[src/logic/fxp_pkg.sv]
// --------------------
// Q8.8 two's complement format shared by the arithmetic blocks.
// Exact products are carried as Q16.16 before they are resized.
// --------------------
package fxp_pkg;

    // --------------------
    // format widths
    // --------------------

    localparam int INT_BITS  = 8;
    localparam int FRAC_BITS = 8;
    localparam int FXP_WIDTH = INT_BITS + FRAC_BITS;

    // full product of two Q8.8 operands, Q16.16
    localparam int PROD_WIDTH = 2 * FXP_WIDTH;

    // --------------------
    // value type and limits
    // --------------------

    typedef logic signed [FXP_WIDTH-1:0] fxp_t;

    // largest value, just under +128.0
    localparam fxp_t FXP_MAX = 16'h7fff;

    // smallest value, exactly -128.0
    localparam fxp_t FXP_MIN = 16'h8000;

    // --------------------
    // opcodes
    // --------------------

    // code 2'b11 is unused and gives a zero result
    typedef enum logic [1:0] {
        OP_ADD = 2'd0,
        OP_SUB = 2'd1,
        OP_MUL = 2'd2
    } alu_op_e;

endpackage
[src/logic/stream_pkg.sv]
// --------------------
// Request and response words of the credit streams.
// Both depths must be powers of two.
// --------------------
package stream_pkg;

    import fxp_pkg::*;

    // queue entries, also the sender's credits after reset
    localparam int QUEUE_DEPTH = 4;

    // result slots granted by the sink after reset
    localparam int OUT_CREDITS = 4;

    // pointer, occupancy and counter widths
    localparam int QPTR_W = $clog2(QUEUE_DEPTH);
    localparam int QCNT_W = $clog2(QUEUE_DEPTH + 1);
    localparam int OCNT_W = $clog2(OUT_CREDITS + 1);

    // one operation, 34 bits
    typedef struct packed {
        alu_op_e op;
        fxp_t    a;
        fxp_t    b;
    } op_req_t;

    // one result, 17 bits
    typedef struct packed {
        fxp_t result;
        logic overflow;
    } op_rsp_t;

endpackage

[src/logic/fxp_alu_top.sv]
// --------------------
// Q8.8 add/sub/mul unit with credit flow control on both sides.
// out_credit pulses must never return more slots than were granted.
// --------------------
`timescale 1ns/1ns

module fxp_alu_top (
    input  logic                clk,
    input  logic                rst,
    input  logic                in_valid,
    input  stream_pkg::op_req_t in_req,
    output logic                in_credit,
    input  logic                out_credit,
    output logic                out_valid,
    output stream_pkg::op_rsp_t out_rsp
);
    import stream_pkg::*;

    op_req_t           head;
    logic              not_empty;
    logic              pop;
    logic [OCNT_W-1:0] out_cnt;

    // --------------------
    // issue decision
    // --------------------

    // each issue claims a sink slot up front, so the pipe never has to stall
    assign pop = not_empty && (out_cnt != '0);

    // free sink slots; an issue and a returned credit in one cycle cancel
    always_ff @(posedge clk or posedge rst) begin
        if (rst) begin
            out_cnt <= OCNT_W'(OUT_CREDITS);
        end else begin
            case ({pop, out_credit})
                2'b10:   out_cnt <= out_cnt - 1'b1;
                2'b01:   out_cnt <= out_cnt + 1'b1;
                default: out_cnt <= out_cnt;
            endcase
        end
    end

    // --------------------
    // instances
    // --------------------

    op_queue u_queue (
        .clk       (clk),
        .rst       (rst),
        .in_valid  (in_valid),
        .in_req    (in_req),
        .pop       (pop),
        .head      (head),
        .not_empty (not_empty),
        .in_credit (in_credit)
    );

    // results leave in issue order, which is request order
    fxp_arith_pipe u_pipe (
        .clk         (clk),
        .rst         (rst),
        .issue_valid (pop),
        .issue_req   (head),
        .rsp_valid   (out_valid),
        .rsp         (out_rsp)
    );

endmodule

[src/logic/fxp_arith_pipe.sv]
// --------------------
// Two stages, no stall. rsp_valid follows issue_valid by two edges,
// so the caller must hold a sink slot for every issue.
// --------------------
`timescale 1ns/1ns

module fxp_arith_pipe (
    input  logic                clk,
    input  logic                rst,
    input  logic                issue_valid,
    input  stream_pkg::op_req_t issue_req,
    output logic                rsp_valid,
    output stream_pkg::op_rsp_t rsp
);
    import fxp_pkg::*;
    import stream_pkg::*;

    logic signed [PROD_WIDTH-1:0] a_ext;
    logic signed [PROD_WIDTH-1:0] b_ext;
    logic signed [PROD_WIDTH-1:0] exact;
    logic                         s1_valid;
    logic [PROD_WIDTH-1:0]        s1_wide;
    fxp_t                         res_val;
    logic                         res_ovf;

    // --------------------
    // stage 1, exact Q16.16 result
    // --------------------

    // operands widened to Q24.8 so sums cannot wrap
    assign a_ext = {{(PROD_WIDTH-FXP_WIDTH){issue_req.a[FXP_WIDTH-1]}}, issue_req.a};
    assign b_ext = {{(PROD_WIDTH-FXP_WIDTH){issue_req.b[FXP_WIDTH-1]}}, issue_req.b};

    always_comb begin
        case (issue_req.op)
            // sums are moved up to Q16.16 so one resize serves all ops
            OP_ADD:  exact = (a_ext + b_ext) <<< FRAC_BITS;
            OP_SUB:  exact = (a_ext - b_ext) <<< FRAC_BITS;
            // Q8.8 times Q8.8 already lands in Q16.16
            OP_MUL:  exact = a_ext * b_ext;
            default: exact = '0;
        endcase
    end

    always_ff @(posedge clk) begin
        if (issue_valid) begin
            s1_wide <= exact;
        end
    end

    // --------------------
    // stage 2, resize and output
    // --------------------

    fxp_resize u_resize (
        .wide     (s1_wide),
        .result   (res_val),
        .overflow (res_ovf)
    );

    always_ff @(posedge clk) begin
        if (s1_valid) begin
            rsp <= '{result: res_val, overflow: res_ovf};
        end
    end

    always_ff @(posedge clk or posedge rst) begin
        if (rst) begin
            s1_valid  <= 1'b0;
            rsp_valid <= 1'b0;
        end else begin
            s1_valid  <= issue_valid;
            rsp_valid <= s1_valid;
        end
    end

endmodule

[src/logic/op_queue.sv]
// --------------------
// Request FIFO fed under credits. A sender that spends more credits
// than it holds overwrites live entries; nothing here guards it.
// --------------------
`timescale 1ns/1ns

module op_queue (
    input  logic                clk,
    input  logic                rst,
    input  logic                in_valid,
    input  stream_pkg::op_req_t in_req,
    input  logic                pop,
    output stream_pkg::op_req_t head,
    output logic                not_empty,
    output logic                in_credit
);
    import stream_pkg::*;

    op_req_t           mem [QUEUE_DEPTH];
    logic [QPTR_W-1:0] wr_ptr;
    logic [QPTR_W-1:0] rd_ptr;
    logic [QCNT_W-1:0] count;

    // --------------------
    // storage
    // --------------------

    always_ff @(posedge clk) begin
        if (in_valid) begin
            mem[wr_ptr] <= in_req;
        end
    end

    // head reads straight from the array, so a write shows up one edge later
    assign head      = mem[rd_ptr];
    assign not_empty = (count != '0);

    // --------------------
    // pointers and occupancy
    // --------------------

    // pointers wrap on their own since the depth is a power of two
    always_ff @(posedge clk or posedge rst) begin
        if (rst) begin
            wr_ptr    <= '0;
            rd_ptr    <= '0;
            count     <= '0;
            in_credit <= 1'b0;
        end else begin
            if (in_valid) begin
                wr_ptr <= wr_ptr + 1'b1;
            end
            if (pop) begin
                rd_ptr <= rd_ptr + 1'b1;
            end

            case ({in_valid, pop})
                2'b10:   count <= count + 1'b1;
                2'b01:   count <= count - 1'b1;
                default: count <= count;
            endcase

            // one credit back per freed entry
            in_credit <= pop;
        end
    end

endmodule

[src/logic/fxp_resize.sv]
// --------------------
// Q16.16 in, Q8.8 out. Rounds half up on the first dropped bit,
// then saturates and flags overflow.
// --------------------
`timescale 1ns/1ns

module fxp_resize (
    input  logic [fxp_pkg::PROD_WIDTH-1:0] wide,
    output fxp_pkg::fxp_t                  result,
    output logic                           overflow
);
    import fxp_pkg::*;

    // value after the low fraction bits are dropped, Q16.8
    logic [PROD_WIDTH-FRAC_BITS-1:0]   kept;
    logic [PROD_WIDTH-2*FRAC_BITS-1:0] int_part;
    logic [FRAC_BITS-1:0]              frac_part;
    logic                              at_top;

    // --------------------
    // rounding
    // --------------------

    always_comb begin
        kept = wide[PROD_WIDTH-1:FRAC_BITS];

        // largest positive Q16.8 would wrap if incremented
        at_top = ~kept[PROD_WIDTH-FRAC_BITS-1] & (&kept[PROD_WIDTH-FRAC_BITS-2:0]);

        if (wide[FRAC_BITS-1] && !at_top) begin
            kept = kept + 1'b1;
        end
    end

    assign {int_part, frac_part} = kept;

    // --------------------
    // saturation
    // --------------------

    // integer part fits in INT_BITS only when all upper bits match its sign
    always_comb begin
        overflow = 1'b0;
        result   = {int_part[INT_BITS-1:0], frac_part};

        if (!int_part[PROD_WIDTH-2*FRAC_BITS-1] &&
            (|int_part[PROD_WIDTH-2*FRAC_BITS-2:INT_BITS-1])) begin
            // positive and too large
            overflow = 1'b1;
            result   = FXP_MAX;
        end else if (int_part[PROD_WIDTH-2*FRAC_BITS-1] &&
                     !(&int_part[PROD_WIDTH-2*FRAC_BITS-2:INT_BITS-1])) begin
            // negative and too small
            overflow = 1'b1;
            result   = FXP_MIN;
        end
    end

endmodule

[config.mk]
export PLATFORM = sky130hd
export DESIGN_NAME = fxp_alu_top
export DESIGN_NICKNAME = d
export VERILOG_FILES = /design/src/logic/fxp_pkg.sv /design/src/logic/stream_pkg.sv /design/src/logic/fxp_alu_top.sv /design/src/logic/fxp_arith_pipe.sv /design/src/logic/op_queue.sv /design/src/logic/fxp_resize.sv
export SDC_FILE = /design/constraint.sdc
export NUM_CORES = 1
export LEC_CHECK = 0
export BUFFER_PORTS_ARGS = -buffer_cell sky130_fd_sc_hd__buf_2
export CAP_MARGIN = 20
export CORE_UTILIZATION = 58
export DETAILED_ROUTE_END_ITERATION = 8
export GPL_TIMING_DRIVEN = 0
export PLACE_DENSITY_LB_ADDON = 0.3
export SYNTH_ARGS = -nofsm -noshare
export SYNTH_HDL_FRONTEND = slang
export SYNTH_HIERARCHICAL = 1
export SYNTH_SLANG_ARGS = --single-unit
[constraint.sdc]
create_clock -name clk -period 9 [get_ports clk]
set_input_delay 0.45 -clock clk [delete_from_list [all_inputs] [get_ports clk]]
set_output_delay 0.45 -clock clk [all_outputs]
set_load 0.005 [all_outputs]
==> results of run 1 <==
-- worst max path at each step --
| stage | to | cells past startpoint | start |
|---|---|---|---|
| 2_1_floorplan | u_pipe/s1_wide[31] | 23 | u_queue/rd_ptr[0] |
| 3_5_place_dp | u_pipe/s1_wide[31] | 22 | u_queue/rd_ptr[0] |
| 5_1_grt | u_pipe/s1_wide[31] | 22 | u_queue/rd_ptr[0] |
| 4_1_cts | u_pipe/s1_wide[31] | 22 | u_queue/rd_ptr[0] |
| 6_report | u_pipe/s1_wide[31] | 22 | u_queue/rd_ptr[0] |
| 3_3_place_gp | u_pipe/s1_wide[31] | 22 | u_queue/rd_ptr[0] |
-- routing by layer --
layer | share of wire | GRT usage | vias to the layer above
met2 | 0.48 | 0.487 | 507
met5 | 0 | 0 | -
met4 | 0.036 | 0.116 | 0
li1 | - | - | 5953
met3 | 0.074 | 0.0637 | 90
met1 | 0.41 | 0.374 | 6564
-- worst register-to-register path: stages (launching register included) --
cell and delay, ps:
dfrtp_1 370, buf_6 200, mux4_1 790, clkbuf_1 360, inv_1 370, nor2_1 100, fa_1 670, fa_1 970
fa_1 540, fa_1 520, fa_1 490, inv_1 50, fa_1 480, inv_1 40, ha_1 330, a21oi_1 320
o21a_1 180, o21ai_0 80, a32o_1 250, a21o_1 200, a211oi_1 320, mux2i_1 220, nand3_1 120
-- repair_timing --
| action | CTS | global route |
|---|---|---|
| hold buffers | 1 | 0 |
| endpoints found under the hold margin | 4 | 0 |
| gates resized for setup | 0 | 0 |
-- area by class of cell --
cell class	count	share of cell area
plain buffers	62	0.0155
well taps	442	0.0264
flip-flops and latches	191	0.271
inverters	353	0.0633
clock inverters	15	0.00938
multi-input cells	1161	0.577
clock buffers	17	0.0203
repair buffers	60	0.0171
-- through the flow --
| step | util | area [µm²] | cells | setup slack (ps) | hold slack, ps |
|---|---|---|---|---|---|
| global route | 0.640 | 20900 | 2301 | 465 | 190 |
| CTS | 0.640 | 20900 | 2301 | 844 | 182 |
| global placement | 0.619 | 20200 | 2265 | 964 | 360 |
| floorplan | - | 19400 | 1767 | 1970 | 191 |
| finish | 0.640 | 20900 | 2301 | 744 | 202 |
| detailed placement | 0.621 | 20300 | 2268 | 883 | 360 |
-- sequential cells by signal, summed over array words and instances, names as in the netlist --
signal	cells
out_cnt	3
u_queue/count	3
u_queue/wr_ptr	2
u_pipe/rsp_valid	1
u_pipe/s1_valid	1
u_queue/rd_ptr	2
u_queue/mem	136
u_pipe/s1_wide	25
u_pipe/rsp	17
u_queue/in_credit	1
==> results.py, run 1 <==
metrics = {
    "outcome": {
        "status": "finished, final reports clean",
    },
    "route": {
        "via_per_inst": 5.70,
        "first_pass_iters": 5,
        "routed_wl_um": 46800,
        "drc": 0,
        "wl_per_cell_um": 20.3,
        "vias": 13100,
        "ant_nets": 0,
        "first_iter_violations": 956,
    },
    "layout": {
        "multi_input_area_um2": 12100,
        "layout-drive-gt1-share": 0.0931,
        "nFillCells": 2613,
        "diodes": 0,
        "final_nets": 2272,
        "final_cell_mix": "351 x inv_1, 266 x fa_1, 178 x edfxtp_1, 158 x nand2_1, 122 x ha_1",
        "layout.cells.most_common": "inv_1",
        "syn2layout_area_growth_pct": 7.93,
        "register_area_um2": 5670,
    },
    "grt": {
        "grt_pass1_vias": 13900,
        "grt_usage": 0.293,
        "antenna_found_initial": 1,
        "grt_pass1_wl_um": 73700,
        "grt_max_degree": 35,
        "grt_overflow": 0,
    },
    "worst_hold_path": {
        "holdPathEnd": "u_queue/mem[1][33]",
        "holdPathStages": 1,
        "hold_class": "primary input to flop",
        "hold_start": "in_req[33]",
    },
    "floorplan": {
        "rows": 66,
        "die_w_um": 185,
        "core-area_um2": 32700,
        "ioPinCount": 57,
        "fp.dieH_um": 185,
        "start_util": 0.593,
        "die-area_um2": 34200,
    },
    "critical_path": {
        "path_delay_family": "adder cells",
        "cpMostUsedCell": "fa_1",
        "r2r_slack_ps": 740,
        "start_kind": "flop",
        "path_buf_inv": 5,
        "endpoint_kind": "flop",
        "crit_path_max_fanout": 10,
        "path_class": "flop to flop",
        "cp_slowest_cell": "fa_1",
        "cp.required_ps": 9160,
        "r2r_cells": 22,
        "r2r_start": "u_queue/rd_ptr[0]",
        "critical-path-max-stage-delay_ps": 970,
        "r2r-end": "u_pipe/s1_wide[31]",
        "crit_path_cell_trace": "buf_6, mux4_1, clkbuf_1, inv_1, nor2_1, fa_1, fa_1, fa_1, fa_1, fa_1, inv_1, fa_1, inv_1, ha_1, a21oi_1, o21a_1, o21ai_0, a32o_1, a21o_1, a211oi_1, mux2i_1, nand3_1",
        "arrival_ps": 8420,
    },
    "clock_tree": {
        "cts-htree-levels": 4,
        "clk_path_buf_depth": 2,
        "post_cts_buffers": 0,
        "insertion_delay_ps": 450,
        "cts_tree": "built",
        "cts_sinks": 191,
        "path_clk_slew_ps": 80,
        "root_buffer": "clkbuf_16",
        "cts_made_buffers": 17,
    },
    "timing": {
        "hold_viol": 0,
        "tightest_slew_ps": 911,
        "skew_ps": 22.7,
        "post-route-min-period_ps": 8260,
        "setup-tns-final_ps": 0,
        "finalCritPeriodShare": 0.917,
        "drv_slew": 0,
        "fmax_mhz": 121,
        "max_slew_margin": 0.393,
        "final-setup-viol-count": 0,
        "rsz0062_at_grt": "no",
    },
    "yosys": {
        "yosysWarnings": 6,
        "syn_area_um2": 19400,
        "synth_nets": 2193,
        "avgSynthCellArea_um2": 11.0,
        "synthCells": 1767,
    },
    "placed_design": {
        "numPortBuffers": 56,
        "dp_hpwl_um": 37400,
        "place_congestion": 0.971,
    },
    "job": {
        "max-cap-violations": 0,
    },
}
Power of run 1 is left out: the tool's default activity adds up to more than one toggle a clock period on the data nets, which glitch-free logic cannot reach.
==> inputs of run 2 (changes only) <==
--- a/config.mk
+++ b/config.mk
@@ -8,9 +8,11 @@
 export BUFFER_PORTS_ARGS = -buffer_cell sky130_fd_sc_hd__buf_2
 export CAP_MARGIN = 20
 export CORE_UTILIZATION = 58
+export CTS_CLUSTER_SIZE = 40
 export DETAILED_ROUTE_END_ITERATION = 8
 export GPL_TIMING_DRIVEN = 0
 export PLACE_DENSITY_LB_ADDON = 0.3
+export SLEW_MARGIN = 25
 export SYNTH_ARGS = -nofsm -noshare
 export SYNTH_HDL_FRONTEND = slang
 export SYNTH_HIERARCHICAL = 1
==> constraint.sdc (replaced) <==
create_clock -name clk -period 9 [get_ports clk]
set_input_delay 0.45 -clock clk [delete_from_list [all_inputs] [get_ports clk]]
set_output_delay 0.45 -clock clk [all_outputs]
set_load 0.05 [all_outputs]
==> run 2 against run 1 <==
  * Die area unchanged
  * Register-to-register slack lost 30 ps
  * Global-route usage is 0.38 points higher
  * Critical endpoint unchanged
  * Flip-flop and latch count did not move
  * Critical path depth did not move
  * Routed wire length up 0.55%
  * Worst setup slack got worse by 35 ps
  * Hold slack improved by 6.3 ps
  * Clock skew decreased by 3.2 ps
  * Highest routed layer unchanged
  * Clock-buffer cell count stayed put
  * Utilization increased by 0.088 points
  * Fmax shrank 0.42%
==> results.py, run 2 (synthesis gave the netlist of run 1 again) <==
metrics = {
    "placed_design": {
        "place_congestion": 0.971,
        "numPortBuffers": 56,
        "place_area_um2": 20300,
        "dp_hpwl_um": 37900,
    },
    "route": {
        "via_per_inst": 5.70,
        "first_pass_iters": 5,
        "drc": 0,
        "wl_per_cell_um": 20.4,
        "vias": 13100,
        "ant_nets": 0,
        "first_iter_violations": 987,
        "routed_wl_um": 47000,
    },
    "layout": {
        "fin_util": 0.641,
        "layout.cells.most_common": "inv_1",
        "regMostFlops": "u_queue/mem",
        "finalInstanceArea_um2": 21000,
        "layout-drive-gt1-share": 0.0941,
        "final_nets": 2273,
        "final_cell_mix": "350 x inv_1, 266 x fa_1, 178 x edfxtp_1, 158 x nand2_1, 122 x ha_1",
        "largest_reg_flops": 136,
        "largestRegisters": "u_queue/mem (136), u_pipe/s1_wide (25), u_pipe/rsp (17)",
        "nFillCells": 2596,
        "syn2layout_area_growth_pct": 8.08,
    },
    "critical_path": {
        "path_class": "flop to flop",
        "r2r_start": "u_queue/rd_ptr[0]",
        "endpoint_kind": "flop",
        "r2r-end": "u_pipe/s1_wide[31]",
        "path_depth": 22,
        "start_kind": "flop",
        "path_buf_inv": 5,
        "cpMostUsedCell": "fa_1",
        "path_delay_family": "adder cells",
        "r2r_slack_ps": 710,
        "arrival_ps": 8440,
        "crit_path_max_fanout": 10,
        "crit_path_cell_trace": "buf_6, mux4_1, clkbuf_1, inv_1, nor2_1, fa_1, fa_1, fa_1, fa_1, fa_1, inv_1, fa_1, inv_1, ha_1, a21oi_1, o21a_1, o21ai_0, a32o_1, a21o_1, a211oi_1, mux2i_1, nand3_1",
        "r2r_cells": 22,
        "critical-path-max-stage-delay_ps": 970,
        "cp.required_ps": 9150,
        "cp_slowest_cell": "fa_1",
    },
    "clock_tree": {
        "root_buffer": "clkbuf_16",
        "cts_tree": "built",
        "cts_sinks": 191,
        "clk_path_buf_depth": 2,
        "insertion_delay_ps": 450,
        "post_cts_buffers": 0,
        "cts-hold-fix-buffers": 1,
        "cts-htree-levels": 4,
        "path_clk_slew_ps": 80,
        "cts_made_buffers": 17,
        "cts.repair.resized": 0,
    },
    "timing": {
        "rsz0062_at_grt": "no",
        "hold_viol": 0,
        "skew_ps": 19.5,
        "fmax_mhz": 121,
        "setup-tns-final_ps": 0,
        "post-route-min-period_ps": 8290,
        "finalCritPeriodShare": 0.921,
        "tightest_slew_ps": 796,
        "max_slew_margin": 0.469,
        "drv_slew": 0,
        "final-setup-viol-count": 0,
    },
    "floorplan": {
        "die-area_um2": 34200,
        "core-area_um2": 32700,
        "rows": 66,
        "die_w_um": 185,
        "ioPinCount": 57,
        "fp.dieH_um": 185,
        "start_util": 0.593,
    },
    "worst_hold_path": {
        "hold_start": "in_req[32]",
        "hold_class": "primary input to flop",
        "holdPathStages": 1,
        "holdPathEnd": "u_queue/mem[0][32]",
    },
    "grt": {
        "grt_pass1_wl_um": 74700,
        "antenna_found_initial": 1,
        "grt_max_degree": 31,
        "grt_usage": 0.297,
        "grt_overflow": 0,
        "grt_pass1_vias": 13900,
    },
    "job": {
        "max-cap-violations": 0,
    },
    "outcome": {
        "status": "finished, final reports clean",
    },
}
## run 2: cell count changes in the layout (fill, tap and decap cells not counted), sizes merged
cell      previous run  this run
inv                362       356
clkinvlp             0         3
diode                0         1
clkinv               6         9
buf                 74        75
## run 2: area by class of cell
cell class | instances | area [µm²] | area share
antenna | 1 | 2.50 | 0.000119
buffer | 62 | 325 | 0.0155
clock buffer | 17 | 425 | 0.0203
clock inverter | 15 | 195 | 0.00931
inverter | 353 | 1330 | 0.0632
multi-input combinational | 1161 | 12100 | 0.576
sequential | 191 | 5670 | 0.271
tap | 442 | 553 | 0.0264
timing repair buffer | 61 | 385 | 0.0184
## run 2: routing by layer
layer | routed length, µm | vias to the layer above | GRT usage
li1 | - | 5948 | -
met1 | 18900 | 6571 | 0.373
met2 | 22600 | 509 | 0.491
met3 | 3660 | 105 | 0.0757
met4 | 1820 | 0 | 0.119
met5 | 0 | - | 0
## run 2: metrics by stage
step / worst slack, ps / hold WS, ps / instances
2_1_floorplan: 1970 / 191 / 1767
3_3_place_gp: 964 / 360 / 2265
4_1_cts: 851 / 190 / 2302
5_1_grt: 483 / 190 / 2303
6_report: 710 / 208 / 2303
3_5_place_dp: 868 / 360 / 2269
## run 2: worst max-delay path by stage
stage	startpoint	endpoint	slack [ps]
finish	u_queue/rd_ptr[0]	u_pipe/s1_wide[31]	710
global route	u_queue/rd_ptr[1]	u_pipe/s1_wide[31]	480
CTS	u_queue/rd_ptr[0]	u_pipe/s1_wide[31]	850
detailed placement	u_queue/rd_ptr[0]	u_pipe/s1_wide[31]	870
global placement	u_queue/rd_ptr[0]	u_pipe/s1_wide[31]	960
floorplan	u_queue/rd_ptr[0]	u_pipe/s1_wide[31]	1970
Power of run 2 is left out for the same reason.
==> inputs of run 3 (changes only) <==
--- a/config.mk
+++ b/config.mk
@@ -5,12 +5,13 @@
 export SDC_FILE = /design/constraint.sdc
 export NUM_CORES = 1
 export LEC_CHECK = 0
+export ABC_AREA = 1
 export BUFFER_PORTS_ARGS = -buffer_cell sky130_fd_sc_hd__buf_2
 export CAP_MARGIN = 20
 export CORE_UTILIZATION = 58
 export CTS_CLUSTER_SIZE = 40
 export DETAILED_ROUTE_END_ITERATION = 8
-export GPL_TIMING_DRIVEN = 0
+export GPL_TIMING_DRIVEN = 1
 export PLACE_DENSITY_LB_ADDON = 0.3
 export SLEW_MARGIN = 25
 export SYNTH_ARGS = -nofsm -noshare
==> run 3 against run 2 <==
  * Via count is 28% higher
  * Clock-buffer cell count stayed put
  * Global-route usage is 1.9 points higher
  * Routed wire length is 21% higher
  * Sequential share of layout area is 2.0 points lower
  * Critical path depth is 2 higher
  * Non-clock buffer count is 50 lower
  * Die area is 10% higher
  * Clock skew is 7.8 ps higher
  * Register-to-register slack better by 320 ps
  * Synthesized cell count is 48% higher
  * Hold slack worse by 16 ps
==> results.py, run 3 <==
metrics = {
    "clock_tree": {
        "cts_sinks": 191,
        "cts_tree": "built",
        "post_cts_buffers": 0,
        "cts.repair.resized": 0,
        "path_clk_slew_ps": 90,
        "root_buffer": "clkbuf_16",
        "cts-hold-fix-buffers": 1,
        "cts_made_buffers": 17,
        "insertion_delay_ps": 480,
        "cts-htree-levels": 4,
        "clk_path_buf_depth": 2,
    },
    "floorplan": {
        "start_util": 0.587,
        "core-area_um2": 36500,
        "die_w_um": 194,
        "fp.dieH_um": 194,
        "rows": 70,
        "die-area_um2": 37700,
        "ioPinCount": 57,
    },
    "job": {
        "max-cap-violations": 0,
    },
    "layout": {
        "nFillCells": 3172,
        "layout-drive-gt1-share": 0.0692,
        "regMostFlops": "u_queue/mem",
        "largestRegisters": "u_queue/mem (136), u_pipe/s1_wide (25), u_pipe/rsp (17)",
        "final_nets": 3044,
        "syn2layout_area_growth_pct": 5.75,
        "largest_reg_flops": 136,
        "final_cell_mix": "677 x nand2_1, 658 x inv_1, 266 x fa_1, 178 x edfxtp_1, 132 x nor2_1",
        "diodes": 0,
        "layout.cells.most_common": "nand2_1",
    },
    "timing": {
        "finalCritPeriodShare": 0.886,
        "max_slew_margin": 0.310,
        "fmax_mhz": 125,
        "hold_viol": 0,
        "rsz0062_at_grt": "no",
        "skew_ps": 27.3,
        "tightest_slew_ps": 1030,
        "drv_slew": 0,
        "final-setup-viol-count": 0,
        "post-route-min-period_ps": 7970,
        "setup-tns-final_ps": 0,
    },
    "critical_path": {
        "crit_start": "u_queue/rd_ptr[0]",
        "endpoint_kind": "flop",
        "r2r_start": "u_queue/rd_ptr[0]",
        "path_class": "flop to flop",
        "crit_path_max_fanout": 87,
        "cp.required_ps": 9200,
        "arrival_ps": 8170,
        "r2r_slack_ps": 1030,
        "start_kind": "flop",
    },
    "route": {
        "first_iter_violations": 1322,
        "vias": 16800,
        "via_per_inst": 5.42,
        "drc": 0,
        "ant_nets": 0,
        "routed_wl_um": 56700,
        "wl_per_cell_um": 18.3,
        "first_pass_iters": 6,
    },
    "grt": {
        "grt_pass1_wl_um": 91200,
        "grt_usage": 0.316,
        "grt_overflow": 0,
        "grt_pass1_vias": 17200,
        "grt_max_degree": 88,
        "antenna_found_initial": 0,
    },
    "yosys": {
        "avgSynthCellArea_um2": 8.21,
        "yosysWarnings": 6,
        "synth_nets": 3036,
        "synthCells": 2610,
        "syn_area_um2": 21400,
    },
    "outcome": {
        "status": "finished, final reports clean",
    },
    "placed_design": {
        "place_congestion": 0.961,
        "numPortBuffers": 56,
        "dp_hpwl_um": 43800,
    },
    "worst_hold_path": {
        "hold_class": "primary input to flop",
        "hold_start": "in_req[28]",
    },
}
-- run 3: cell type report --
type | count | area, µm² | area share
well taps | 468 | 586 | 0.0258
inverters | 672 | 2520 | 0.111
multi-input cells | 1663 | 12800 | 0.566
flip-flops and latches | 191 | 5680 | 0.250
clock buffers | 17 | 425 | 0.0188
clock inverters | 15 | 228 | 0.0100
repair buffers | 73 | 410 | 0.0181
-- run 3: critical path, stage by stage (launching register included) --
cell      delay, ps
dfrtp_4         950
buf_4           400
nand2_1          90
o211ai_1         90
nand2_1         520
nand2_1         310
inv_1           120
fa_1            670
fa_1            940
fa_1            540
fa_1            500
fa_1            490
inv_1            50
fa_1            470
inv_1            40
ha_1            400
nand2_1         120
nor2_1          160
inv_1           110
nor2_1          130
nand3_1         110
nand3_1         100
nand2_1          60
nand3_1         130
nand3_1         100
-- run 3: metrics by stage --
| stage | instances | utilization | cell area (µm²) | hold WS (ps) | worst slack [ps] |
|---|---|---|---|---|---|
| after CTS | 3099 | 0.621 | 22700 | 177 | 1130 |
| after floorplan | 2610 | - | 21400 | 191 | 2690 |
| final | 3099 | 0.621 | 22700 | 192 | 1030 |
| after detailed placement | 3066 | 0.603 | 22000 | 429 | 1170 |
| after global placement | 3066 | 0.603 | 22000 | 426 | 1340 |
| after global routing | 3099 | 0.621 | 22700 | 176 | 566 |
-- run 3: path summary, 6_finish.rpt --
kind | to | cells past startpoint
max reg2reg | u_pipe/s1_wide[23] | 24
max | u_pipe/s1_wide[23] | 24
min | u_queue/mem[3][28] | 1
max in group asynchronous | u_queue/rd_ptr[0] | 3
min in group asynchronous | out_cnt[0] | 3
min reg2reg | out_cnt[2] | 2
-- run 3: per-layer routing --
metal	track usage	wire length, µm	part of all wire
met3	0.0501	3480	0.061
met5	0	0	0
met4	0.121	2040	0.036
met1	0.398	23500	0.41
met2	0.547	27700	0.49
Power of run 3 is left out for the same reason.
